`src/hdl/cam_pkg.sv`:
```
// Camera capture back end shared types and constants
package cam_pkg;

   //////////////////////////////////////////////////////////////////////
   // Design constants
   //////////////////////////////////////////////////////////////////////

   // Must match the firmware DMA transfer length
   localparam int DMA_TRANSFER_LENGTH = 16;
   localparam int DMA_COUNT_W         = $clog2(DMA_TRANSFER_LENGTH);

   localparam int FIFO_DEPTH          = 32;
   localparam int FIFO_ADDR_W         = $clog2(FIFO_DEPTH);

   // Short window for simulation, pclk rate in the real design
   localparam int FPS_WINDOW_CYCLES   = 2000;

   localparam int SYNC_STAGES         = 2;

   //////////////////////////////////////////////////////////////////////
   // Pixel and bus types
   //////////////////////////////////////////////////////////////////////

   typedef struct packed {
      logic [7:0] blue;
      logic [7:0] green;
      logic [7:0] red;
   } rgb_pixel_t;

   // First pixel in the low half, also the FIFO word
   typedef struct packed {
      rgb_pixel_t pix1;
      rgb_pixel_t pix0;
   } pix_pair_t;

   // One 24-bit pixel per 32-bit lane
   typedef struct packed {
      logic [7:0] pad1;
      rgb_pixel_t pix1;
      logic [7:0] pad0;
      rgb_pixel_t pix0;
   } dma_word_t;

   typedef struct packed {
      logic fifo_empty;
      logic writer_armed;
      logic wready;
   } debug_status_t;

endpackage

```
`src/hdl/cam_capture_ctrl.sv`:
```
// Capture control, syncs the level controls and opens the capture window on vsync fall
`timescale 1ns/100ps

module cam_capture_ctrl import cam_pkg::*; (
   input  logic mipi_pclk,
   input  logic rst_n,
   input  logic trigger_capture_i,
   input  logic continuous_capture_i,
   input  logic rgb_gray_i,
   input  logic vsync_i,
   input  logic fifo_write_i,
   output logic capture_o,
   output logic gray_mode_o,
   output logic vsync_fall_o
);

   // Bit 0 trigger, bit 1 continuous, bit 2 gray
   logic [SYNC_STAGES-1:0][2:0] ctrl_sync;
   logic [2:0]                  ctrl_synced;
   logic                        trig_d;
   logic                        trig_rise;
   logic                        trig_hold;
   logic                        cont_hold;
   logic                        vsync_r;

   assign ctrl_synced  = ctrl_sync[SYNC_STAGES-1];
   assign trig_rise    = ctrl_synced[0] & ~trig_d;
   assign vsync_fall_o = vsync_r & ~vsync_i;

   always_ff @(posedge mipi_pclk) begin
      if (!rst_n) begin
         ctrl_sync   <= '0;
         trig_d      <= 1'b0;
         trig_hold   <= 1'b0;
         cont_hold   <= 1'b0;
         capture_o   <= 1'b0;
         gray_mode_o <= 1'b0;
         vsync_r     <= 1'b0;
      end else begin
         ctrl_sync   <= {ctrl_sync[SYNC_STAGES-2:0],
                         {rgb_gray_i, continuous_capture_i, trigger_capture_i}};
         trig_d      <= ctrl_synced[0];
         gray_mode_o <= ctrl_synced[2];
         vsync_r     <= vsync_i;

         // One trigger edge captures one frame, released by its first write
         if (trig_rise) begin
            trig_hold <= 1'b1;
         end else if (fifo_write_i) begin
            trig_hold <= 1'b0;
         end

         // Continuous mode stays on until reset
         if (ctrl_synced[1]) begin
            cont_hold <= 1'b1;
         end

         if ((trig_hold | cont_hold) & vsync_fall_o) begin
            capture_o <= 1'b1;
         end else if (capture_o & vsync_fall_o & ~cont_hold) begin
            capture_o <= 1'b0;
         end
      end
   end

endmodule

```
`src/hdl/cam_pixel_format.sv`:
```
// Pixel formatter, registers RGB or grayscale pixel pairs into FIFO words
`timescale 1ns/100ps

module cam_pixel_format import cam_pkg::*; (
   input  logic      mipi_pclk,
   input  logic      rst_n,
   input  pix_pair_t pix_i,
   input  logic      pix_valid_i,
   input  logic      capture_i,
   input  logic      gray_mode_i,
   output logic      fifo_we_o,
   output pix_pair_t fifo_wdata_o
);

   // Gray is (R + 2G + B) / 4, copied to all three channels
   function automatic rgb_pixel_t to_gray(input rgb_pixel_t p);
      logic [9:0] sum;
      rgb_pixel_t g;
      sum     = {2'b00, p.red} + {1'b0, p.green, 1'b0} + {2'b00, p.blue};
      g.red   = sum[9:2];
      g.green = sum[9:2];
      g.blue  = sum[9:2];
      return g;
   endfunction

   pix_pair_t gray_pair;

   assign gray_pair.pix0 = to_gray(pix_i.pix0);
   assign gray_pair.pix1 = to_gray(pix_i.pix1);

   always_ff @(posedge mipi_pclk) begin
      if (!rst_n) begin
         fifo_we_o <= 1'b0;
      end else begin
         fifo_we_o <= pix_valid_i & capture_i;
      end
   end

   always_ff @(posedge mipi_pclk) begin
      if (pix_valid_i) begin
         fifo_wdata_o <= gray_mode_i ? gray_pair : pix_i;
      end
   end

endmodule

```
`src/hdl/cam_dma_fifo.sv`:
```
// First-word-fall-through FIFO of pixel pairs with overflow and underflow strobes
`timescale 1ns/100ps

module cam_dma_fifo import cam_pkg::*; (
   input  logic      mipi_pclk,
   input  logic      rst_n,
   input  logic      we_i,
   input  pix_pair_t wdata_i,
   input  logic      re_i,
   output pix_pair_t rdata_o,
   output logic      empty_o,
   output logic      overflow_o,
   output logic      underflow_o
);

   pix_pair_t              mem [FIFO_DEPTH];
   logic [FIFO_ADDR_W-1:0] wr_ptr;
   logic [FIFO_ADDR_W-1:0] rd_ptr;
   logic [FIFO_ADDR_W:0]   count;
   logic                   full;
   logic                   do_write;
   logic                   do_read;

   assign full     = (count == (FIFO_ADDR_W+1)'(FIFO_DEPTH));
   assign empty_o  = (count == '0);
   assign do_write = we_i & ~full;
   assign do_read  = re_i & ~empty_o;

   // Head word is always on the output
   assign rdata_o  = mem[rd_ptr];

   always_ff @(posedge mipi_pclk) begin
      if (do_write) begin
         mem[wr_ptr] <= wdata_i;
      end
   end

   always_ff @(posedge mipi_pclk) begin
      if (!rst_n) begin
         wr_ptr      <= '0;
         rd_ptr      <= '0;
         count       <= '0;
         overflow_o  <= 1'b0;
         underflow_o <= 1'b0;
      end else begin
         if (do_write) begin
            wr_ptr <= wr_ptr + 1'b1;
         end
         if (do_read) begin
            rd_ptr <= rd_ptr + 1'b1;
         end

         case ({do_write, do_read})
            2'b10:   count <= count + 1'b1;
            2'b01:   count <= count - 1'b1;
            default: count <= count;
         endcase

         // Full writes are dropped
         overflow_o  <= we_i & full;
         underflow_o <= re_i & empty_o;
      end
   end

endmodule

```
`src/hdl/cam_dma_writer.sv`:
```
// DMA writer, sends one fixed-length transfer per DMA init edge from the FIFO
`timescale 1ns/100ps

module cam_dma_writer import cam_pkg::*; (
   input  logic      mipi_pclk,
   input  logic      rst_n,
   input  logic      dma_init_done_i,
   input  logic      dma_wready_i,
   input  logic      fifo_empty_i,
   input  pix_pair_t fifo_rdata_i,
   output logic      fifo_re_o,
   output logic      dma_wvalid_o,
   output logic      dma_wlast_o,
   output dma_word_t dma_wdata_o,
   output logic      armed_o
);

   logic [SYNC_STAGES-1:0] init_sync;
   logic                   init_d;
   logic                   init_rise;
   logic [DMA_COUNT_W-1:0] beat_count;
   logic                   beat;
   logic                   last_beat;

   assign init_rise = init_sync[SYNC_STAGES-1] & ~init_d;

   // Valid only with wready, so a low wready backs up into the FIFO
   assign fifo_re_o    = armed_o & dma_wready_i & ~fifo_empty_i;
   assign dma_wvalid_o = fifo_re_o;
   assign beat         = dma_wvalid_o & dma_wready_i;
   assign last_beat    = (beat_count == DMA_COUNT_W'(DMA_TRANSFER_LENGTH - 1));
   assign dma_wlast_o  = dma_wvalid_o & last_beat;

   assign dma_wdata_o.pad1 = 8'h00;
   assign dma_wdata_o.pix1 = fifo_rdata_i.pix1;
   assign dma_wdata_o.pad0 = 8'h00;
   assign dma_wdata_o.pix0 = fifo_rdata_i.pix0;

   always_ff @(posedge mipi_pclk) begin
      if (!rst_n) begin
         init_sync  <= '0;
         init_d     <= 1'b0;
         armed_o    <= 1'b0;
         beat_count <= '0;
      end else begin
         init_sync <= {init_sync[SYNC_STAGES-2:0], dma_init_done_i};
         init_d    <= init_sync[SYNC_STAGES-1];

         if (init_rise) begin
            armed_o <= 1'b1;
         end else if (beat & last_beat) begin
            armed_o <= 1'b0;
         end

         if (beat) begin
            beat_count <= last_beat ? '0 : beat_count + 1'b1;
         end
      end
   end

endmodule

```
`src/hdl/cam_debug_status.sv`:
```
// Debug status, sticky FIFO errors, traffic counters and frame rate measurement
`timescale 1ns/100ps

module cam_debug_status import cam_pkg::*; (
   input  logic        mipi_pclk,
   input  logic        rst_n,
   input  logic        fifo_overflow_i,
   input  logic        fifo_underflow_i,
   input  logic        fifo_we_i,
   input  logic        dma_beat_i,
   input  logic        vsync_fall_i,
   output logic        fifo_overflow_o,
   output logic        fifo_underflow_o,
   output logic [31:0] wcount_o,
   output logic [31:0] rcount_o,
   output logic [31:0] frames_per_second_o
);

   logic [31:0] timer_count;
   logic [31:0] frame_count;
   logic        window_end;

   assign window_end = (timer_count == 32'(FPS_WINDOW_CYCLES));

   always_ff @(posedge mipi_pclk) begin
      if (!rst_n) begin
         fifo_overflow_o     <= 1'b0;
         fifo_underflow_o    <= 1'b0;
         wcount_o            <= '0;
         rcount_o            <= '0;
         timer_count         <= '0;
         frame_count         <= '0;
         frames_per_second_o <= '0;
      end else begin
         //////////////////////////////////////////////////////////////////
         // Sticky flags and counters
         //////////////////////////////////////////////////////////////////
         if (fifo_overflow_i) begin
            fifo_overflow_o <= 1'b1;
         end
         if (fifo_underflow_i) begin
            fifo_underflow_o <= 1'b1;
         end
         if (fifo_we_i) begin
            wcount_o <= wcount_o + 1'b1;
         end
         if (dma_beat_i) begin
            rcount_o <= rcount_o + 1'b1;
         end

         //////////////////////////////////////////////////////////////////
         // Frames per window, frame rate assumed above one per window
         //////////////////////////////////////////////////////////////////
         if (window_end) begin
            timer_count         <= '0;
            frame_count         <= '0;
            frames_per_second_o <= frame_count;
         end else begin
            timer_count <= timer_count + 1'b1;
            if (vsync_fall_i) begin
               frame_count <= frame_count + 1'b1;
            end
         end
      end
   end

endmodule

```
`src/hdl/cam_coral_top.sv`:
```
// Camera capture back end top, from 2PPC RGB pixels to DMA write beats
`timescale 1ns/100ps

module cam_coral_top import cam_pkg::*; (
   input  logic          mipi_pclk,
   input  logic          rst_n,

   // Demosaiced pixel stream
   input  pix_pair_t     pix_i,
   input  logic          pix_valid_i,
   input  logic          vsync_i,

   // Controls, asynchronous levels
   input  logic          trigger_capture_i,
   input  logic          continuous_capture_i,
   input  logic          rgb_gray_i,
   input  logic          dma_init_done_i,

   // DMA write channel
   input  logic          dma_wready_i,
   output logic          dma_wvalid_o,
   output logic          dma_wlast_o,
   output dma_word_t     dma_wdata_o,

   // Debug
   output logic          fifo_overflow_o,
   output logic          fifo_underflow_o,
   output logic [31:0]   wcount_o,
   output logic [31:0]   rcount_o,
   output logic [31:0]   frames_per_second_o,
   output debug_status_t dma_status_o
);

   logic      capture;
   logic      gray_mode;
   logic      vsync_fall;
   logic      fifo_we;
   pix_pair_t fifo_wdata;
   logic      fifo_re;
   pix_pair_t fifo_rdata;
   logic      fifo_empty;
   logic      fifo_overflow;
   logic      fifo_underflow;
   logic      writer_armed;
   logic      dma_beat;

   assign dma_beat                  = dma_wvalid_o & dma_wready_i;
   assign dma_status_o.fifo_empty   = fifo_empty;
   assign dma_status_o.writer_armed = writer_armed;
   assign dma_status_o.wready       = dma_wready_i;

   cam_capture_ctrl i_capture_ctrl (
      .mipi_pclk            (mipi_pclk),
      .rst_n                (rst_n),
      .trigger_capture_i    (trigger_capture_i),
      .continuous_capture_i (continuous_capture_i),
      .rgb_gray_i           (rgb_gray_i),
      .vsync_i              (vsync_i),
      .fifo_write_i         (fifo_we),
      .capture_o            (capture),
      .gray_mode_o          (gray_mode),
      .vsync_fall_o         (vsync_fall)
   );

   cam_pixel_format i_pixel_format (
      .mipi_pclk    (mipi_pclk),
      .rst_n        (rst_n),
      .pix_i        (pix_i),
      .pix_valid_i  (pix_valid_i),
      .capture_i    (capture),
      .gray_mode_i  (gray_mode),
      .fifo_we_o    (fifo_we),
      .fifo_wdata_o (fifo_wdata)
   );

   cam_dma_fifo i_dma_fifo (
      .mipi_pclk   (mipi_pclk),
      .rst_n       (rst_n),
      .we_i        (fifo_we),
      .wdata_i     (fifo_wdata),
      .re_i        (fifo_re),
      .rdata_o     (fifo_rdata),
      .empty_o     (fifo_empty),
      .overflow_o  (fifo_overflow),
      .underflow_o (fifo_underflow)
   );

   cam_dma_writer i_dma_writer (
      .mipi_pclk       (mipi_pclk),
      .rst_n           (rst_n),
      .dma_init_done_i (dma_init_done_i),
      .dma_wready_i    (dma_wready_i),
      .fifo_empty_i    (fifo_empty),
      .fifo_rdata_i    (fifo_rdata),
      .fifo_re_o       (fifo_re),
      .dma_wvalid_o    (dma_wvalid_o),
      .dma_wlast_o     (dma_wlast_o),
      .dma_wdata_o     (dma_wdata_o),
      .armed_o         (writer_armed)
   );

   cam_debug_status i_debug_status (
      .mipi_pclk           (mipi_pclk),
      .rst_n               (rst_n),
      .fifo_overflow_i     (fifo_overflow),
      .fifo_underflow_i    (fifo_underflow),
      .fifo_we_i           (fifo_we),
      .dma_beat_i          (dma_beat),
      .vsync_fall_i        (vsync_fall),
      .fifo_overflow_o     (fifo_overflow_o),
      .fifo_underflow_o    (fifo_underflow_o),
      .wcount_o            (wcount_o),
      .rcount_o            (rcount_o),
      .frames_per_second_o (frames_per_second_o)
   );

endmodule

```
`config.mk`:
```
export PLATFORM = sky130hd
export DESIGN_NAME = cam_coral_top
export DESIGN_NICKNAME = d
export VERILOG_FILES = /design/src/hdl/cam_pkg.sv /design/src/hdl/cam_capture_ctrl.sv /design/src/hdl/cam_pixel_format.sv /design/src/hdl/cam_dma_fifo.sv /design/src/hdl/cam_dma_writer.sv /design/src/hdl/cam_debug_status.sv /design/src/hdl/cam_coral_top.sv
export SDC_FILE = /design/constraint.sdc
export NUM_CORES = 2
export LEC_CHECK = 0
export BUFFER_PORTS_ARGS = -buffer_cell sky130_fd_sc_hd__buf_2
export CORE_UTILIZATION = 45
export DETAILED_ROUTE_END_ITERATION = 8
export PLACE_DENSITY_LB_ADDON = 0.12
export SLEW_MARGIN = 20
export SYNTH_ARGS = -nofsm -noshare
export SYNTH_HDL_FRONTEND = slang
export SYNTH_SLANG_ARGS = --single-unit
```
`constraint.sdc`:
```
create_clock -name mipi_pclk -period 4.14 [get_ports mipi_pclk]
set_input_delay 1.035 -clock mipi_pclk [delete_from_list [all_inputs] [get_ports mipi_pclk]]
set_output_delay 1.035 -clock mipi_pclk [all_outputs]
set_load 0.02 [all_outputs]
```
# After elaboration in Yosys (flattened, before gate mapping)
# Memories as Yosys holds them, arrays and structs flattened. A register that Yosys moved wholly into a read port is not among the register bits.
# Cells that the tools add are included.
# W data, S select, Z words.
[totals]
register_bits = 249
ram_bits = 1536
inputBits = 57
out_inout_bits = 167
word_cells = 93
n_memories = 1
[op_classes]
addsub = 13
n_eq_ne = 5
n_mux = 13
bitwise = 24
n_reduce_logical = 6
[memory_table]
columns = ["name", "words", "width", "read_ports", "rd_clocked_by_memory_dff", "wr", "line_no", "source"]
rows = [
  ["i_dma_fifo.mem", 32, 48, 1, 1, 1, "cam_dma_fifo.sv:16", "pix_pair_t mem [FIFO_DEPTH];"],
]
[op_table]
columns = ["op", "count"]
rows = [
  ["$add A32 B1 Y32 const B", 4],
  ["$mux W48", 1],
  ["$eq A32 B11 Y1 const B", 1],
  ["$add A10 B8 Y10", 2],
  ["$add A8 B9 Y10", 2],
  ["$and A1 B1 Y1", 16],
  ["$pmux W6 S2", 1],
  ["$add A5 B1 Y5 const B", 2],
  ["$mux W5", 2],
  ["$mux W1", 8],
  ["$reduce_bool A2 Y1", 4],
  ["$not A1 Y1", 7],
  ["$add A6 B1 Y6 const B", 1],
  ["$eq A6 B6 Y1 const B", 1],
  ["$logic_not A6 Y1", 1],
  ["$sub A6 B1 Y6 const B", 1],
  ["$add A4 B1 Y4 const B", 1],
  ["$eq A4 B4 Y1 const B", 1],
  ["$mux W4", 1],
  ["$eq A2 B1 Y1 const B", 1],
  ["$eq A2 B2 Y1 const B", 1],
  ["$reduce_or A2 Y1", 1],
  ["$or A1 B1 Y1", 1],
]

# Longest topological paths before layout
[depth]
word_depth = 7
ltp_mapped = 15
mapped_depth_nobuf = 11

# Cells and area by module
# A second synthesis with hierarchy kept.
[unflattened]
cells_unflattened = 3610
area_unflattened_um2 = 70853.0
[by_module_without_submodules]
columns = ["mod", "n_inst", "cells_per_inst", "area_each_um2", "seq_area_each_um2"]
rows = [
  ["cam_dma_fifo", 1, 2363, 59399.5, 46584.7],
  ["cam_debug_status", 1, 860, 7307.0, 3243.1],
  ["cam_pixel_format", 1, 256, 2927.8, 1461.4],
  ["cam_dma_writer", 1, 98, 835.8, 160.2],
  ["cam_capture_ctrl", 1, 29, 354.1, 240.2],
  ["cam_coral_top", 1, 4, 28.8, 0.0],
]

# Worst setup path before layout
# No wires, ideal clock.
[synth_path]
path_kind = "input to register"
from = "in dma_wready_i"
to = "reg i_dma_fifo.count[4]"
setup_time_ns = 0.132
t_arrival_ns = 3.641
required_ns = 4.008
setup_slack_ns = 0.366
stages = 14
n_path_buf = 3
path_cell_list = "nand2_1 a31o_2 clkbuf_1 inv_1 clkbuf_1 ha_1 clkbuf_1 xor2_1 ha_1 a21oi_1 o22ai_1 a222oi_1 or3_1 a21oi_1"
[synth_via]
elab_chain_len = 5
[synth_lines]
columns = ["item", "line_no", "source"]
rows = [
  ["from (decl)", "cam_coral_top.sv:20", "input logic dma_wready_i,"],
  ["$and A1 B1 Y1 (*) (2 in a row)", "cam_dma_writer.sv:28", "assign fifo_re_o = armed_o & dma_wready_i & ~fifo_empty_i;"],
  ["$and A1 B1 Y1 (*)", "cam_dma_fifo.sv:27", "assign do_read = re_i & ~empty_o;"],
  ["$eq A2 B1 Y1 / $eq A2 B2 Y1 (equally long branches)", "cam_dma_fifo.sv:53", "case ({do_write, do_read})"],
  ["$pmux W6 S2 / $reduce_bool A2 Y1 (equally long branches)", "-", ""],
  ["to (signal assigned)", "cam_dma_fifo.sv:54", "2'b10: count <= count + 1'b1;"],
  ["to (signal assigned)", "cam_dma_fifo.sv:55", "2'b01: count <= count - 1'b1;"],
  ["to (signal assigned)", "cam_dma_fifo.sv:56", "default: count <= count;"],
  ["to (decl)", "cam_dma_fifo.sv:19", "logic [FIFO_ADDR_W:0] count;"],
]
# Mark *: on every way between the ends. The rest lies on a longest branch, timed or not.
# A chain may end at the register's enable or synchronous reset.

==> impl_metrics.ini <==
[finish]
areaGrowthSynthToFinish_pct = 18.8
final_area_um2 = 83400
drive_gt1_frac = 0.308
fin_util = 0.540
nets = 4117

[floorplanning]
io_pins = 224
die_h_um = 397
die_w_um = 397
core_um2 = 154000
start_util = 0.455
die-area_um2 = 158000
row_count = 144

[worst_setup_path]
crit_slowest_cell = mux4_2
critPathRequiredTime_ns = 3.11
critical-path-top-delay-family = multiplexers
critPathKind = flip-flop to output port
cp_max_fo = 9
cp_data_arrival_time_ns = 3.26
r2r_slack_ns = 0.85
crit_path_end_kind = output port
cpPeakStageDelay_ns = 0.51
path_buf_inv = 5
r2r-end = i_dma_fifo.count[4]
cpMostUsedCell = buf_12
path_cells = buf_16 -> buf_12 -> buf_12 -> buf_12 -> mux4_2 -> mux4_2 -> mux2_4 -> buf_6
start_kind = flip-flop
r2r_start = i_dma_fifo.count[1]
rr_worst_depth = 11

[timing]
worst_pin_slew_ns = 1.09
hold_violations = 0
slew_violations = 0
slew_headroom = 0.276
fin_skew_ns = 0.0258
setup_viol = 48
rsz0062_at_grt = true
timing.fmax_mhz = 233
fin_crit_ns = 4.30
fin_crit_sh = 1.04
setup_ws_ns = -0.157
hold_slack_ns = 0.430

[cts]
clock_path_buffers = 3
cts.sinks = 1790
cts_tree = yes
htree_levels = 4
cts_made_buffers = 183
clock_latency_ns = 0.83
clk_pin_slew_worst_paths_ns = 0.06
cts-root-buf = clkbuf_16

[grt]
antenna_found_initial = 4
grt-busiest-layer = met2
grt_pass1_vias = 36300
use_met3 = 0.0511
grt_start_max_net_pins = 66
gr-total-overflow = 0
use_met1 = 0.332
grt_first_pass_wirelength_um = 262000
met2_usage = 0.373
grt_usage = 0.234

[yosys]
ys_ff_latch = 1790
ys.flop_type = edfxtp_1
async_flop_share = 0
synth_area_um2 = 70200
synth-edff-count = 1584
syn_inst = 3568
yosys-top-cells-area = edfxtp_1 68%, mux4_2 15%, dfxtp_1 5.9%
synth_top_area_share = 0.678
synth.distinct_cells = 60
netlist.top_cell.by_area = edfxtp_1
synth_commonest_cells = 1584 x edfxtp_1, 480 x mux4_2, 206 x dfxtp_1
avgSynthCellArea_um2 = 19.7
synth.most_common_cell = edfxtp_1
seq_area_frac_synth = 0.736
ys_warn_count = 0

[pwr]
leakage_uw = 0.0263
pwr_density_cell_nw_per_um2 = 442
irDropWorstVdd_mv = 0.297

[routing]
wl_um = 183000
drtIter0Drc = 3481
wl_per_cell_um = 29.4
drt_pass1_iterations = 9
drc_errors = 18
via_per_inst = 5.81
postRouteAntennaNets = 0
vias = 36100

[outcome]
violations = DRC, setup timing
status = complete, but fails checks

[worst_hold_path]
worstHoldEndpoint = i_capture_ctrl.trig_d
hp-start = i_capture_ctrl.ctrl_synced[0]
holdPathStages = 2
hp-class = flip-flop to flip-flop

[placement]
io_buffers = 207
routabilityCongestion = 0.787
place_hpwl_um = 97400
dpl-instance-area_um2 = 74900

[flow_run]
drv_cap = 0
-- cells by family after synthesis --
logic type      share of synthesized area
buf+inv                            0.0173
xor+xnor                           0.0153
flops                               0.736
compound gates                     0.0134
mux                                 0.163
other cells                     0.0000534
simple gates                       0.0450
fa+ha+maj                         0.00956
-- cell usage in the layout, fill, tap and decap left out, drive strengths merged, types with 4 or more instances in the layout --
cell type and count:
inv 74, o31ai 6, nand4 39, o21ai 42, dfxtp 206, nor2b 5
clkbuf 257, o22ai 4, nor4b 6, o2111ai 6, or2 4, or3 19
a21oi 76, or4 7, xor2 34, nand3 40, xnor2 89, mux4 480
and3 14, nor3 34, mux2i 6, nor2 198, conb 17, fa 16
clkinv 67, bufinv 14, nand3b 13, o21a 4, edfxtp 1584, and2 14
nand2b 9, and4 19, buf 443, mux2 49, ha 28, nor4 55
nand2 150, nand4b 4
-- how the worst max path moves through the flow --
stage | to | depth (start not counted) | from
global route | dma_wdata_o[19] | 8 | flip-flop
finish | dma_wdata_o[17] | 8 | flip-flop
floorplan | i_dma_fifo.count[4] | 14 | dma_wready_i
global placement | i_pixel_format.fifo_wdata_o[15] | 11 | pix_i[1]
detailed placement | i_pixel_format.fifo_wdata_o[27] | 10 | pix_i[25]
CTS | dma_wdata_o[34] | 8 | flip-flop
-- worst register-to-register path, stage by stage (launching register included) --
cell and delay (ns):
dfxtp_1 0.40, or4_1 0.64, o31a_1 0.32, inv_1 0.09, ha_1 0.42, xor2_1 0.13, ha_1 0.20, a21oi_1 0.24
o22ai_1 0.14, a222oi_1 0.39, or3_1 0.16, a21oi_1 0.05
-- through the flow --
stage	setup WS [ns]	setup TNS, ns	power [uW]	std cells
6_report	-0.157	-5.17	36800	6214
5_1_grt	-0.246	-9.49	37900	6213
3_5_place_dp	0.430	0	21000	5781
2_1_floorplan	0.366	0	20600	3584
4_1_cts	-0.255	-9.14	37200	6198
3_3_place_gp	0.478	0	20900	5777
-- registers in the layout, indices dropped and copies added, names as in the netlist, 2 cells and up, named ones only --
register and flops:
i_dma_fifo.mem 1536, i_pixel_format.fifo_wdata_o 48, i_debug_status.frame_count 32, i_debug_status.frames_per_second_o 32, i_debug_status.rcount_o 32, i_debug_status.timer_count 32, i_debug_status.wcount_o 32, i_dma_fifo.count 6
i_dma_fifo.rd_ptr 5, i_dma_fifo.wr_ptr 5, i_dma_writer.beat_count 4, i_capture_ctrl.ctrl_sync 3, i_capture_ctrl.ctrl_synced 3, i_dma_writer.init_sync 2
-- what timing repair did --
action | 4_1_cts | 5_1_grt
hold buffers | 0 | 0
gates cloned | 37 | 10
gates resized for setup | 196 | 37
setup buffers | 44 | 8
setup endpoints to repair | 48 | 48
-- layout make-up --
class                      instances  area (um^2)
fill                           11900        71000
sequential                      1790        51700
multi-input combinational       1521        17800
timing repair buffer             453         5210
clock buffer                     248         4990
tap                             2044         2560
clock inverter                    90          908
inverter                          67          254
antenna                            1         2.50
-- metal layers --
metal	vias to the layer above	routed length, um
met1	19300	78600
li1	15400	-
met2	1229	88000
met4	0	3580
met5	-	0
met3	238	12800
-- power breakdown --
part | internal (uW) | switching, uW | leakage (uW) | total [uW]
logic | 226 | 369 | 0.00747 | 594
registers | 19800 | 252 | 0.0159 | 20000
clock network | 9340 | 6890 | 0.00288 | 16200
total | 29300 | 7510 | 0.0263 | 36800
(Power assumes the default switching activity.)
